<file path="src/include/rst_defs.svh">
// Reset controller macros: bus widths, watchdog width, hold time, register map and kick key
`ifndef RST_DEFS_SVH
`define RST_DEFS_SVH

// AXI4-Lite bus widths
`define RST_AXIL_ADDR_W 4
`define RST_AXIL_DATA_W 32

// Watchdog counter and timeout width
`define RST_WDT_W 16

// Minimum system reset width in clock cycles
`define RST_HOLD_CYCLES 8

// Register offsets
`define RST_ADDR_CTRL   4'h0
`define RST_ADDR_KICK   4'h4
`define RST_ADDR_COUNT  4'h8
`define RST_ADDR_STATUS 4'hC

// Key expected in the low half of a KICK write
`define RST_KICK_KEY 16'hA55A

`endif

</file>
<file path="src/rtl/rst_csr_pkg.sv">
// Register interface types: AXI4-Lite channel structs, write word union, watchdog control
`include "rst_defs.svh"

package rst_csr_pkg;

  localparam logic [1:0] AXIL_OKAY   = 2'b00;
  localparam logic [1:0] AXIL_SLVERR = 2'b10;

  // Master to slave
  typedef struct packed {
    logic                           awvalid;
    logic [`RST_AXIL_ADDR_W-1:0]    awaddr;
    logic                           wvalid;
    logic [`RST_AXIL_DATA_W-1:0]    wdata;
    logic [`RST_AXIL_DATA_W/8-1:0]  wstrb;
    logic                           bready;
    logic                           arvalid;
    logic [`RST_AXIL_ADDR_W-1:0]    araddr;
    logic                           rready;
  } axil_req_t;

  // Slave to master
  typedef struct packed {
    logic                           awready;
    logic                           wready;
    logic                           bvalid;
    logic [1:0]                     bresp;
    logic                           arready;
    logic                           rvalid;
    logic [`RST_AXIL_DATA_W-1:0]    rdata;
    logic [1:0]                     rresp;
  } axil_rsp_t;

  typedef struct packed {
    logic                                      enable;
    logic [`RST_AXIL_DATA_W-`RST_WDT_W-2:0]    rsvd;
    logic [`RST_WDT_W-1:0]                     timeout;
  } csr_ctrl_word_t;

  typedef struct packed {
    logic [`RST_AXIL_DATA_W-`RST_WDT_W-1:0]    rsvd;
    logic [`RST_WDT_W-1:0]                     key;
  } csr_kick_word_t;

  // Same write word, read as CTRL or as KICK depending on the address
  typedef union packed {
    csr_ctrl_word_t ctrl;
    csr_kick_word_t kick;
  } csr_wdata_u;

  typedef struct packed {
    logic                     enable;
    logic [`RST_WDT_W-1:0]    timeout;
    logic                     kick;
  } wdt_ctrl_t;

endpackage

</file>
<file path="src/rtl/rst_cause_pkg.sv">
// Reset cause types: cause encoding, request bits and sticky status

package rst_cause_pkg;

  // Lower code wins
  typedef enum logic [1:0] {
    CAUSE_PWR  = 2'd0,
    CAUSE_EXT  = 2'd1,
    CAUSE_WDT  = 2'd2,
    CAUSE_NONE = 2'd3
  } rst_cause_e;

  // Synchronized request sources
  typedef struct packed {
    logic pwr;
    logic ext;
    logic wdt;
  } rst_req_t;

  // Sticky record, cleared by software write-1-clear
  typedef struct packed {
    logic       pwr_seen;
    logic       ext_seen;
    logic       wdt_seen;
    rst_cause_e last_cause;
  } rst_status_t;

endpackage

</file>
<file path="src/rtl/rst_csr_axil.sv">
// AXI4-Lite register slave with CTRL, KICK, COUNT and STATUS registers
`timescale 1ns/1ps
`include "rst_defs.svh"

module rst_csr_axil
  import rst_csr_pkg::*, rst_cause_pkg::*;
(
  input  logic                   clk,
  input  logic                   ext_reset_buf2,
  input  axil_req_t              axil_req,
  output axil_rsp_t              axil_rsp,
  output wdt_ctrl_t              wdt_ctrl,
  input  logic [`RST_WDT_W-1:0]  count,
  input  rst_status_t            status,
  output logic [2:0]             status_clr
);

  logic                         awready_q;
  logic                         bvalid_q;
  logic [1:0]                   bresp_q;
  logic                         arready_q;
  logic                         rvalid_q;
  logic [`RST_AXIL_DATA_W-1:0]  rdata_q;
  logic                         ctrl_enable_q;
  logic [`RST_WDT_W-1:0]        ctrl_timeout_q;
  logic                         kick_q;
  logic [2:0]                   status_clr_q;

  csr_wdata_u                   wword;
  logic [`RST_AXIL_ADDR_W-1:0]  waddr;
  logic                         wr_fire;
  logic                         wr_err;
  logic                         rd_fire;
  logic [`RST_AXIL_DATA_W-1:0]  rd_word;

  assign wword   = axil_req.wdata;
  assign waddr   = axil_req.awaddr;
  assign wr_fire = awready_q & axil_req.awvalid & axil_req.wvalid;
  assign rd_fire = arready_q & axil_req.arvalid;

  // Rejected writes leave every register untouched
  always_comb begin
    wr_err = 1'b0;
    if (axil_req.wstrb != '1)
      wr_err = 1'b1;
    else if (waddr == `RST_ADDR_COUNT)
      wr_err = 1'b1;
    else if (waddr == `RST_ADDR_KICK && wword.kick.key != `RST_KICK_KEY)
      wr_err = 1'b1;
  end

  // Write channel, one transaction at a time
  always_ff @(posedge clk) begin
    if (ext_reset_buf2) begin
      awready_q <= 1'b0;
      bvalid_q  <= 1'b0;
    end else if (wr_fire) begin
      awready_q <= 1'b0;
      bvalid_q  <= 1'b1;
    end else begin
      awready_q <= axil_req.awvalid & axil_req.wvalid & ~awready_q & ~bvalid_q;
      if (bvalid_q && axil_req.bready)
        bvalid_q <= 1'b0;
    end
  end

  always_ff @(posedge clk) begin
    if (wr_fire)
      bresp_q <= wr_err ? AXIL_SLVERR : AXIL_OKAY;
  end

  always_ff @(posedge clk) begin
    if (ext_reset_buf2) begin
      ctrl_enable_q  <= 1'b0;
      ctrl_timeout_q <= '1;
      kick_q         <= 1'b0;
      status_clr_q   <= '0;
    end else begin
      if (wr_fire && !wr_err && waddr == `RST_ADDR_CTRL) begin
        ctrl_enable_q  <= wword.ctrl.enable;
        ctrl_timeout_q <= wword.ctrl.timeout;
      end
      // Single-cycle strobes
      kick_q <= wr_fire & ~wr_err & (waddr == `RST_ADDR_KICK);
      if (wr_fire && !wr_err && waddr == `RST_ADDR_STATUS)
        status_clr_q <= axil_req.wdata[2:0];
      else
        status_clr_q <= '0;
    end
  end

  // Read data mux, KICK reads as zero
  always_comb begin
    rd_word = '0;
    case (axil_req.araddr)
      `RST_ADDR_CTRL: begin
        rd_word[`RST_AXIL_DATA_W-1] = ctrl_enable_q;
        rd_word[`RST_WDT_W-1:0]     = ctrl_timeout_q;
      end
      `RST_ADDR_COUNT:
        rd_word[`RST_WDT_W-1:0] = count;
      `RST_ADDR_STATUS:
        rd_word[5:0] = {status.last_cause, 1'b0, status.wdt_seen,
                        status.ext_seen, status.pwr_seen};
      default:
        rd_word = '0;
    endcase
  end

  always_ff @(posedge clk) begin
    if (ext_reset_buf2) begin
      arready_q <= 1'b0;
      rvalid_q  <= 1'b0;
    end else if (rd_fire) begin
      arready_q <= 1'b0;
      rvalid_q  <= 1'b1;
    end else begin
      arready_q <= axil_req.arvalid & ~arready_q & ~rvalid_q;
      if (rvalid_q && axil_req.rready)
        rvalid_q <= 1'b0;
    end
  end

  always_ff @(posedge clk) begin
    if (rd_fire)
      rdata_q <= rd_word;
  end

  assign axil_rsp.awready = awready_q;
  assign axil_rsp.wready  = awready_q;
  assign axil_rsp.bvalid  = bvalid_q;
  assign axil_rsp.bresp   = bresp_q;
  assign axil_rsp.arready = arready_q;
  assign axil_rsp.rvalid  = rvalid_q;
  assign axil_rsp.rdata   = rdata_q;
  assign axil_rsp.rresp   = AXIL_OKAY;

  assign wdt_ctrl.enable  = ctrl_enable_q;
  assign wdt_ctrl.timeout = ctrl_timeout_q;
  assign wdt_ctrl.kick    = kick_q;
  assign status_clr       = status_clr_q;

  // Responses wait for the master with their payload frozen
  a_bvalid_hold: assert property (@(posedge clk) disable iff (ext_reset_buf2)
    axil_rsp.bvalid && !axil_req.bready |=> axil_rsp.bvalid && $stable(axil_rsp.bresp));

  a_rvalid_hold: assert property (@(posedge clk) disable iff (ext_reset_buf2)
    axil_rsp.rvalid && !axil_req.rready |=> axil_rsp.rvalid && $stable(axil_rsp.rdata));

endmodule

</file>
<file path="src/rtl/wdt_counter.sv">
// Watchdog counter with enable, kick clear and timeout bite
`timescale 1ns/1ps
`include "rst_defs.svh"

module wdt_counter
  import rst_csr_pkg::*;
(
  input  logic                   clk,
  input  logic                   ext_reset_buf2,
  input  wdt_ctrl_t              wdt_ctrl,
  output logic [`RST_WDT_W-1:0]  count,
  output logic                   bite
);

  logic [`RST_WDT_W-1:0] count_q;
  logic                  at_timeout;

  // Zero timeout disables the bite
  assign at_timeout = wdt_ctrl.enable
                    && (wdt_ctrl.timeout != '0)
                    && (count_q == wdt_ctrl.timeout);

  always_ff @(posedge clk) begin
    if (ext_reset_buf2)
      count_q <= '0;
    else if (!wdt_ctrl.enable || wdt_ctrl.kick || at_timeout)
      count_q <= '0;
    else
      count_q <= count_q + 1'b1;
  end

  assign count = count_q;
  assign bite  = at_timeout;

  // Reaching a nonzero timeout takes at least one enabled cycle before it
  a_bite_enabled: assert property (@(posedge clk) disable iff (ext_reset_buf2)
    bite |-> wdt_ctrl.enable && $past(wdt_ctrl.enable));

endmodule

</file>
<file path="src/rtl/rst_cause_arbiter.sv">
// Pin synchronizers, priority cause encoder and sticky reset status
`timescale 1ns/1ps

module rst_cause_arbiter
  import rst_cause_pkg::*;
(
  input  logic         clk,
  input  logic         ext_reset_buf2,
  input  logic         pwr_reset_n,
  input  logic         ext_reset_n,
  input  logic         bite,
  input  logic [2:0]   status_clr,
  output logic         req,
  output rst_cause_e   reset_source,
  output rst_status_t  status
);

  logic [1:0]   pwr_sync;
  logic [1:0]   ext_sync;
  rst_req_t     req_now;
  rst_req_t     req_q;
  rst_cause_e   cause_now;
  rst_cause_e   source_q;
  rst_status_t  status_q;

  // Two flops per pin with the request stored active high
  always_ff @(posedge clk) begin
    if (ext_reset_buf2) begin
      pwr_sync <= '0;
      ext_sync <= '0;
    end else begin
      pwr_sync <= {pwr_sync[0], ~pwr_reset_n};
      ext_sync <= {ext_sync[0], ~ext_reset_n};
    end
  end

  always_comb begin
    req_now.pwr = pwr_sync[1];
    req_now.ext = ext_sync[1];
    req_now.wdt = bite;
    if (req_now.pwr)
      cause_now = CAUSE_PWR;
    else if (req_now.ext)
      cause_now = CAUSE_EXT;
    else if (req_now.wdt)
      cause_now = CAUSE_WDT;
    else
      cause_now = CAUSE_NONE;
  end

  always_ff @(posedge clk) begin
    if (ext_reset_buf2) begin
      req_q    <= '0;
      source_q <= CAUSE_NONE;
      status_q <= '{pwr_seen: 1'b0, ext_seen: 1'b0, wdt_seen: 1'b0, last_cause: CAUSE_NONE};
    end else begin
      req_q    <= req_now;
      source_q <= cause_now;
      // A new event overrides a clear in the same cycle
      status_q.pwr_seen <= (status_q.pwr_seen & ~status_clr[0]) | req_now.pwr;
      status_q.ext_seen <= (status_q.ext_seen & ~status_clr[1]) | req_now.ext;
      status_q.wdt_seen <= (status_q.wdt_seen & ~status_clr[2]) | req_now.wdt;
      if (|req_now)
        status_q.last_cause <= cause_now;
    end
  end

  assign req          = |req_q;
  assign reset_source = source_q;
  assign status       = status_q;

  a_req_source: assert property (@(posedge clk) disable iff (ext_reset_buf2)
    req == (reset_source != CAUSE_NONE));

endmodule

</file>
<file path="src/rtl/rst_pulse_stretcher.sv">
// System reset pulse stretcher with minimum hold width
`timescale 1ns/1ps
`include "rst_defs.svh"

module rst_pulse_stretcher #(
  parameter int unsigned HOLD_CYCLES = `RST_HOLD_CYCLES
) (
  input  logic clk,
  input  logic ext_reset_buf2,
  input  logic req,
  output logic system_reset
);

  localparam int unsigned HOLD_W = $clog2(HOLD_CYCLES + 1);

  logic [HOLD_W-1:0] hold_q;
  logic              sys_rst_q;

  // Reload while requested, drain afterwards
  always_ff @(posedge clk) begin
    if (ext_reset_buf2) begin
      hold_q    <= '0;
      sys_rst_q <= 1'b0;
    end else begin
      if (req)
        hold_q <= HOLD_W'(HOLD_CYCLES);
      else if (hold_q != '0)
        hold_q <= hold_q - 1'b1;
      sys_rst_q <= req | (hold_q != '0);
    end
  end

  assign system_reset = sys_rst_q;

  a_min_width: assert property (@(posedge clk) disable iff (ext_reset_buf2)
    $rose(system_reset) |-> system_reset [*HOLD_CYCLES]);

endmodule

</file>
<file path="src/rtl/reset_ctrl_top.sv">
// Reset controller top: register slave, watchdog, cause arbiter and reset stretcher
`timescale 1ns/1ps
`include "rst_defs.svh"

module reset_ctrl_top
  import rst_csr_pkg::*, rst_cause_pkg::*;
(
  input  logic        clk,
  input  logic        ext_reset_buf2,
  input  axil_req_t   axil_req,
  output axil_rsp_t   axil_rsp,
  input  logic        pwr_reset_n,
  input  logic        ext_reset_n,
  output logic        system_reset,
  output rst_cause_e  reset_source
);

  wdt_ctrl_t              wdt_ctrl;
  logic [`RST_WDT_W-1:0]  wdt_count;
  logic                   wdt_bite;
  rst_status_t            status;
  logic [2:0]             status_clr;
  logic                   rst_req;

  rst_csr_axil u_csr (
    .clk            (clk),
    .ext_reset_buf2 (ext_reset_buf2),
    .axil_req       (axil_req),
    .axil_rsp       (axil_rsp),
    .wdt_ctrl       (wdt_ctrl),
    .count          (wdt_count),
    .status         (status),
    .status_clr     (status_clr)
  );

  wdt_counter u_wdt (
    .clk            (clk),
    .ext_reset_buf2 (ext_reset_buf2),
    .wdt_ctrl       (wdt_ctrl),
    .count          (wdt_count),
    .bite           (wdt_bite)
  );

  rst_cause_arbiter u_arb (
    .clk            (clk),
    .ext_reset_buf2 (ext_reset_buf2),
    .pwr_reset_n    (pwr_reset_n),
    .ext_reset_n    (ext_reset_n),
    .bite           (wdt_bite),
    .status_clr     (status_clr),
    .req            (rst_req),
    .reset_source   (reset_source),
    .status         (status)
  );

  rst_pulse_stretcher #(
    .HOLD_CYCLES    (`RST_HOLD_CYCLES)
  ) u_stretch (
    .clk            (clk),
    .ext_reset_buf2 (ext_reset_buf2),
    .req            (rst_req),
    .system_reset   (system_reset)
  );

endmodule

</file>
<file path="config.mk">
export PLATFORM = sky130hd
export DESIGN_NAME = reset_ctrl_top
export DESIGN_NICKNAME = d
export VERILOG_FILES = /design/src/rtl/rst_csr_pkg.sv /design/src/rtl/rst_cause_pkg.sv /design/src/rtl/rst_csr_axil.sv /design/src/rtl/wdt_counter.sv /design/src/rtl/rst_cause_arbiter.sv /design/src/rtl/rst_pulse_stretcher.sv /design/src/rtl/reset_ctrl_top.sv
export VERILOG_INCLUDE_DIRS = /design/src /design/src/include
export SDC_FILE = /design/constraint.sdc
export NUM_CORES = 1
export LEC_CHECK = 0
export ABC_AREA = 1
export ABC_CLOCK_PERIOD_IN_PS = 1590
export BUFFER_PORTS_ARGS = -buffer_cell sky130_fd_sc_hd__buf_2
export CAP_MARGIN = 20
export CELL_PAD_IN_SITES_DETAIL_PLACEMENT = 0
export CELL_PAD_IN_SITES_GLOBAL_PLACEMENT = 1
export CORE_MARGIN = 4
export CORE_UTILIZATION = 38
export DETAILED_ROUTE_END_ITERATION = 16
export PLACE_DENSITY = 0.81
export SYNTH_ARGS = -nofsm -noshare
export SYNTH_HDL_FRONTEND = slang
export SYNTH_SLANG_ARGS = --single-unit
</file>
<file path="constraint.sdc">
create_clock -name clk -period 1.59 [get_ports clk]
set_input_delay 0.159 -clock clk [delete_from_list [all_inputs] [get_ports clk]]
set_output_delay 0.159 -clock clk [all_outputs]
set_load 0.05 [all_outputs]
</file>
==> results of run 1 <==
## flip-flops by register name (all words and copies together), names as in the netlist
register                cells
u_arb.reset_source          2
u_arb.pwr_sync              2
u_csr.arready_q             1
u_wdt.count                16
u_csr.awready_q             1
u_csr.ctrl_timeout_q       16
u_csr.ctrl_enable_q         1
u_csr.kick_q                1
u_arb.req_q                 3
u_csr.bvalid_q              1
u_csr.rdata_q              17
u_csr.bresp_q               1
u_stretch.hold_q            4
u_csr.status_clr            3
u_arb.status                5
u_csr.rvalid_q              1
u_arb.ext_sync              2
u_stretch.system_reset      1
## cell families (layout without fill, tap and decap cells)
| group | Yosys count | after routing | synth area share |
|---|---|---|---|
| compound gates | 36 | 36 | 0.0624 |
| xor+xnor | 10 | 10 | 0.0229 |
| fa+ha+maj | 3 | 3 | 0.00980 |
| buf+inv | 102 | 166 | 0.130 |
| flops | 78 | 78 | 0.455 |
| other cells | 1 | 18 | 0.000979 |
| simple gates | 279 | 279 | 0.319 |
## cell usage after synthesis
| cell type | number |
|---|---|
| ha_1 | 3 |
| a21oi_1 | 12 |
| xor2_1 | 8 |
| or2_2 | 1 |
| nand4_4 | 1 |
| o32ai_1 | 1 |
| nor3_1 | 13 |
| conb_1 | 1 |
| inv_2 | 6 |
| nor4_1 | 1 |
| clkbuf_1 | 5 |
| edfxtp_1 | 18 |
| nor2_1 | 71 |
| clkinv_1 | 1 |
| nand3b_1 | 1 |
| nor2_4 | 1 |
| nor3_2 | 1 |
| o211ai_1 | 1 |
| a21oi_4 | 1 |
| buf_4 | 24 |
| o221ai_1 | 5 |
| o22ai_1 | 14 |
| inv_1 | 61 |
| nand2_1 | 133 |
| a21boi_0 | 1 |
| nand2_4 | 1 |
| nand4_1 | 21 |
| buf_6 | 3 |
| nand3_1 | 31 |
| nand3_2 | 1 |
| xnor2_1 | 2 |
| buf_2 | 2 |
| dfxtp_1 | 60 |
| a211oi_1 | 1 |
| nor3_4 | 1 |
| nor2_2 | 1 |
## cells in the final DEF, fill, tap and decap left out, drive strengths merged
| cell | count |
|---|---|
| o22ai | 14 |
| dlygate4sd3 | 2 |
| nand3b | 1 |
| nand2 | 134 |
| xnor2 | 2 |
| conb | 18 |
| dfxtp | 60 |
| inv | 72 |
| o211ai | 1 |
| nor2 | 73 |
| a211oi | 1 |
| buf | 80 |
| clkbuf | 9 |
| a21oi | 13 |
| nand4 | 22 |
| xor2 | 8 |
| a21boi | 1 |
| ha | 3 |
| nor4 | 1 |
| o32ai | 1 |
| clkinv | 3 |
| o221ai | 5 |
| nand3 | 32 |
| nor3 | 15 |
| edfxtp | 18 |
| or2 | 1 |
## worst paths after layout
kind                            cells past startpoint             endpoint
worst max-delay path                                9      u_arb.status[1]
worst min-delay path                                3  u_csr.ctrl_enable_q
worst max register to register                      9      u_arb.status[1]
worst min register to register                      2    u_arb.pwr_sync[1]
## routing by layer
metal,up-vias,share of wire,track usage
met2,95,0.44,0.256
li1,1751,-,-
met1,1506,0.49,0.220
met4,0,0.013,0.0586
met3,9,0.059,0.0334
met5,-,0,0
## final cells by class
type                    count  area [um2]  area share
clock buffers               9         124      0.0275
clock inverters             7        55.1      0.0122
inverters                  68         255      0.0566
multi-input cells         346        1690       0.374
flip-flops and latches     78        1760       0.390
well taps                 133         166      0.0369
repair buffers             82         463       0.103
## power groups by stage
stage                     registers [W]  clock network, W  logic (W)
after global placement          0.00220                 0   0.000628
final                           0.00216           0.00137   0.000649
after floorplan                 0.00229                 0   0.000452
after global routing            0.00217           0.00148   0.000730
after detailed placement        0.00221                 0   0.000647
after CTS                       0.00216           0.00141   0.000654
## timing repair
action	CTS	global route
hold buffers	2	0
endpoints found under the setup margin	0	18
setup buffers	0	1
endpoints found under the hold margin	2	0
resized for setup	0	18
## per-stage QoR
| stage | cell area [um2] | setup WS, ns | total power (W) | hold slack, ns | std cells |
|---|---|---|---|---|---|
| 2_1_floorplan | 3890 | 0.263 | 0.00274 | 0.226 | 526 |
| 3_3_place_gp | 4250 | 0.0990 | 0.00283 | 0.310 | 704 |
| 3_5_place_dp | 4250 | 0.0710 | 0.00285 | 0.313 | 704 |
| 4_1_cts | 4450 | 0.0549 | 0.00422 | 0.00876 | 722 |
| 5_1_grt | 4510 | 0.00574 | 0.00438 | 0.0244 | 723 |
| 6_report | 4510 | 0.117 | 0.00418 | 0.0235 | 723 |
## worst max-delay path: stages (launching register included)
cell and delay, ns:
dfxtp_1 0.39, inv_1 0.10, nand2_1 0.09, nand2_1 0.05, nor2_1 0.09, nand2_1 0.05, nor2_1 0.13, nand3_2 0.16
buf_4 0.19, a21boi_0 0.14
==> metrics.md, run 1 <==
| Metric | Value |
|---|---|
| Final Setup Violations | `0` |
| Cells after synthesis | `509` |
| Worst setup path start | `u_wdt.count[13]` |
| Number of global-route vias before repair | `3186` |
| Clock Latency Late Sink | `roughly 0.35 ns` |
| Via count | `3361` |
| Router iterations before antenna repair | `4` |
| Synth warn | `0` |
| Total core area | `9770 um2` |
| Clock network fraction of total power | `0.328` |
| Final TNS setup | `0 ns` |
| Final Slew Violations | `0` |
| Port-buffer cells | `63` |
| Final core utilization | `0.461` |
| Synthesized area per cell | `between 7 and 8 um2` |
| Comb power frac | `0.155` |
| Min-delay src | `axil_req[42]` |
| Share of the synthesized area in the top cell type | `0.314` |
| Status | `completed` |
| Maximum VDD drop | `0.378 mV` |
| Max-slew headroom | `0.595` |
| Initial Utilization | `0.392` |
| Initial antenna violation count | `0` |
| Vias per Instance | `4.65` |
| CTS tree | `built` |
| Post-route antenna net violation count | `0` |
| Gr usage total | `0.162` |
| CP startpoint kind | `flip-flop` |
| Seq pwr share | `0.517` |
| Layout Skew | `0.00521 ns` |
| Global-route wire length before repair | `between 10000 and 15000 um` |
| Ports | `97` |
| Leakage | `approximately 2.0 nW` |
| Gr ovfl total | `0` |
| Largest cells by area after synthesis | `dfxtp_1 31%, edfxtp_1 14%, nand2_1 13%, nor2_1 7.0%, inv_1 6.0%` |
| Worst min-delay path class | `primary input to flip-flop` |
| Sw Pwr | `0.00128 W` |
| DRT Wirelength | `~9100 um` |
| Yosys top cell by area | `dfxtp_1` |
| RSZ-0062 raised after global routing | `false` |
| # Max-Cap Violations | `0` |
| DRC Markers | `0` |
| WL/cell | `12.6 um` |
| Synth cell types | `36` |
| Syn Std Cell Area | `approximately 3800 um2` |
| Fillcell total | `1009` |
| Cts bufs inserted | `9` |
| F_max | `679 MHz` |
| Die width | `between 100 and 150 um` |
| Row count | `36` |
| Crit path time final | `1.47 ns` |
| Worst Path Arrival | `1.75 ns` |
| DR iter-0 viols | `around 160` |
| Worst Setup End Kind | `flip-flop` |
| CP required | `1.87 ns` |
| Switching share of power | `0.307` |
| Number of H-tree levels | `3` |
| Reg2Reg Launch Point | `u_wdt.count[13]` |
| Area Overhead vs Synth | `17.7%` |
| Synth Register Bits | `78` |
| Global placer's final weighted congestion | `about 0.90` |
| Pin count of the biggest net entering global routing | `19` |
| Final nets | `641` |
| Measured slew at the worst slew-check pin | `between 0.6 and 0.7 ns` |
| Power Density | `927 nW/um2` |
| Antenna diodes | `0` |
| Sequential area share after synthesis | `0.455` |
| Worst-case clock buffer depth | `2` |
| Die Area | `11800 um2` |
| Fin crit share | `0.927` |
| Maximum fanout along the worst path | `4` |
| Fin. Hold Viols | `0` |
| Pint | `0.00290 W` |
| Share of layout cells above drive strength 1 | `0.215` |
| Register-to-Register Setup Slack | `0.12 ns` |
| Die H | `108 um` |
| Clock transition at path regs | `approximately 0.080 ns` |
| Hpwl dp | `7070 um` |
| Clock Sinks | `78` |
| Crit Path Class | `flip-flop to flip-flop` |
| Root buf cell | `clkbuf_8` |
No activity file was read; power rests on OpenSTA's default activity.
==> run 2, diff against run 1 <==
PLACE_DENSITY = 0.8   (was 0.81)
SYNTH_HIERARCHICAL = 1   (was unset)
==> run 2 against run 1 <==
Clock power is 17% higher. Setup slack better by 0.037 ns. Non-clock buffer count is 7 lower. Global-route usage is 0.87 points lower. Die area is 2.3% higher. Critical path type unchanged. Register-to-register slack better by 0.04 ns. Largest cell class unchanged.
==> metrics.md, run 2 <==
| Metric | Value |
|---|---|
| Commonest cells after routing, fill and taps aside | `120 x nand2_1, 99 x inv_1, 63 x buf_2, 63 x nor2_1, 50 x dfxtp_1` |
| Worst min-delay path class | `primary input to flip-flop` |
| Port-buffer cells | `63` |
| Largest cells by area after synthesis | `dfxtp_1 31%, edfxtp_1 14%, nand2_1 11%, inv_1 9.5%, nor2_1 6.1%` |
| Commonest non-fill, non-tap cell in the layout | `nand2_1` |
| Area Overhead vs Synth | `16.5%` |
| Post-route antenna net violation count | `0` |
| Clock transition at path regs | `around 0.08 ns` |
| Hpwl dp | `6500 um` |
| Clock Sinks | `between 70 and 80` |
| Initial Utilization | `0.396` |
| CP Buf/Inv Count | `0` |
| Initial antenna violation count | `0` |
| Router iterations before antenna repair | `4` |
| Die Area | `12000 um2` |
| Final TNS setup | `0 ns` |
| Final nets | `between 600 and 700` |
| Slowest cell on the critical path | `dfxtp_1` |
| Worst Setup End Kind | `flip-flop` |
| Final Slew Violations | `0` |
| Worst Path Arrival | `around 1.7 ns` |
| Biggest register | `u_csr/rdata_q` |
| CP peak stage delay | `0.44 ns` |
| Antenna diodes | `0` |
| Global placer's final weighted congestion | `slightly above 0.8` |
| F_max | `a little under 700 MHz` |
| Die H | `110 um` |
| Layout Skew | `0.00834 ns` |
| Share of layout cells above drive strength 1 | `0.212` |
| Power Density | `986 nW/um2` |
| Max reg flops | `17` |
| Async S/R FF share, synth | `0` |
| Synth warn | `6` |
| Number of global-route vias before repair | `about 3000` |
| CP startpoint kind | `flip-flop` |
| Clock Latency Late Sink | `0.36 ns` |
| Critical-path cell list | `nand3_1, nor2_1, nand2_1, nor2_1, xor2_1, nor2_1` |
| Crit Path Class | `flip-flop to flip-flop` |
| Synthesized area per cell | `roughly 7.5 um2` |
| Yosys top cell by area | `dfxtp_1` |
| WL/cell | `approximately 12 um` |
| Fin crit share | `0.903` |
| Root buf cell | `clkbuf_8` |
| Ports | `slightly below 100` |
| CP required | `1.83 ns` |
| EDFF count, synth | `18` |
| Fin. Hold Viols | `0` |
| Synth cell types | `35` |
| Post-Place Cells | `roughly 700` |
| Pin count of the biggest net entering global routing | `19` |
| Ys flop type | `dfxtp_1` |
| DRC Markers | `0` |
| Setup Fix Bufs, Post-CTS | `0` |
| Cts bufs inserted | `9` |
| Final Setup Violations | `0` |
| Syn Std Cell Area | `3930 um2` |
| Count leader, synth | `nand2_1` |
| Non-Filler Instances | `731` |
| Leakage | `about 2.2 nW` |
| Sequential area share after synthesis | `0.443` |
| DRT Wirelength | `8510 um` |
| Maximum fanout along the worst path | `6` |
| Row count | `36` |
| Cells after synthesis | `about 520` |
| Share of the synthesized area in the top cell type | `0.306` |
| Crit path time final | `1.44 ns` |
| Crit path max-delay family | `simple AND/OR/NAND/NOR gates` |
| Gr usage total | `0.154` |
| Worst-case clock buffer depth | `2` |
| Number of H-tree levels | `3` |
| Die width | `about 110 um` |
| Total core area | `9910 um2` |
| Final core utilization | `0.462` |
| Status | `completed` |
| Global-route wire length before repair | `14200 um` |
| Vias per Instance | `4.49` |
| # Max-Cap Violations | `0` |
| Maximum VDD drop | `0.348 mV` |
| Gr ovfl total | `0` |
| Synth Register Bits | `78` |
| RSZ-0062 raised after global routing | `false` |
| Synth top cells by count | `120 x nand2_1, 99 x inv_1, 64 x nor2_1` |
| Worst path most repeated cell | `nor2_1` |
| Total Power | `0.00451 W` |
| Via count | `3284` |
| DR iter-0 viols | `between 100 and 150` |
| CTS tree | `built` |
-- run 2: timing repair --
item / 4_1_cts / 5_1_grt
endpoints found under the setup margin: 0 / 8
hold buffers: 2 / 0
gates resized for setup: 0 / 12
endpoints found under the hold margin: 2 / 0
-- run 2: layout make-up --
| cell class | instances | area [um2] |
|---|---|---|
| Fill cell | 1031 | 5330 |
| Sequential cell | 78 | 1750 |
| Multi-Input combinational cell | 323 | 1610 |
| Timing Repair Buffer | 75 | 423 |
| Inverter | 106 | 398 |
| Clock buffer | 15 | 220 |
| Tap cell | 133 | 166 |
| Clock inverter | 1 | 5.00 |
-- run 2: worst paths after layout --
kind | startpoint | end | slack, ns | cells after the start
setup reg to reg | u_wdt/count[2] | u_wdt/count[11] | 0.15 | 6
setup / recovery | u_wdt/count[2] | u_wdt/count[11] | 0.15 | 6
hold reg to reg | u_arb/pwr_sync[0] | u_arb/pwr_sync[1] | 0.41 | 2
hold / removal | axil_req[48] | u_csr/awready_q | 0.04 | 3
-- run 2: metal layers --
| metal | up-vias | part of all wire | track usage |
|---|---|---|---|
| met5 | - | 0 | 0 |
| met4 | 0 | 0.018 | 0.0721 |
| met3 | 10 | 0.066 | 0.0282 |
| met2 | 107 | 0.41 | 0.226 |
| met1 | 1441 | 0.51 | 0.217 |
| li1 | 1726 | - | - |
-- run 2: stage by stage --
stage | worst slack (ns) | cell area [um2] | hold slack (ns)
final | 0.154 | 4580 | 0.0371
after global routing | 0.00607 | 4580 | 0.0390
after CTS | 0.0889 | 4560 | 0.0140
after detailed placement | 0.117 | 4310 | 0.325
after global placement | 0.152 | 4310 | 0.316
after floorplan | 0.247 | 3990 | 0.228
-- run 2: tightest hold or removal path, stage by stage --
cell	delay [ns]
buf_2	0.10
nand2_1	0.05
nor4_1	0.04
-- run 2: logic make-up (layout without fill, tap and decap cells) --
| kind of cell | after synthesis | in the layout | share of synthesized area |
|---|---|---|---|
| buffers and inverters | 140 | 197 | 0.164 |
| other | 1 | 18 | 0.000955 |
| AO/OA/AOI/OAI | 32 | 32 | 0.0561 |
| XOR/XNOR | 11 | 11 | 0.0245 |
| flip-flops | 78 | 78 | 0.443 |
| AND/OR/NAND/NOR | 259 | 259 | 0.301 |
| adder cells (fa/ha/maj) | 3 | 3 | 0.00956 |
-- run 2: report_power, final --
group	total, W	switching [W]	internal (W)
sequential	0.00216	0.0000496	0.00211
combinational	0.000755	0.000517	0.000237
clock	0.00160	0.000703	0.000895
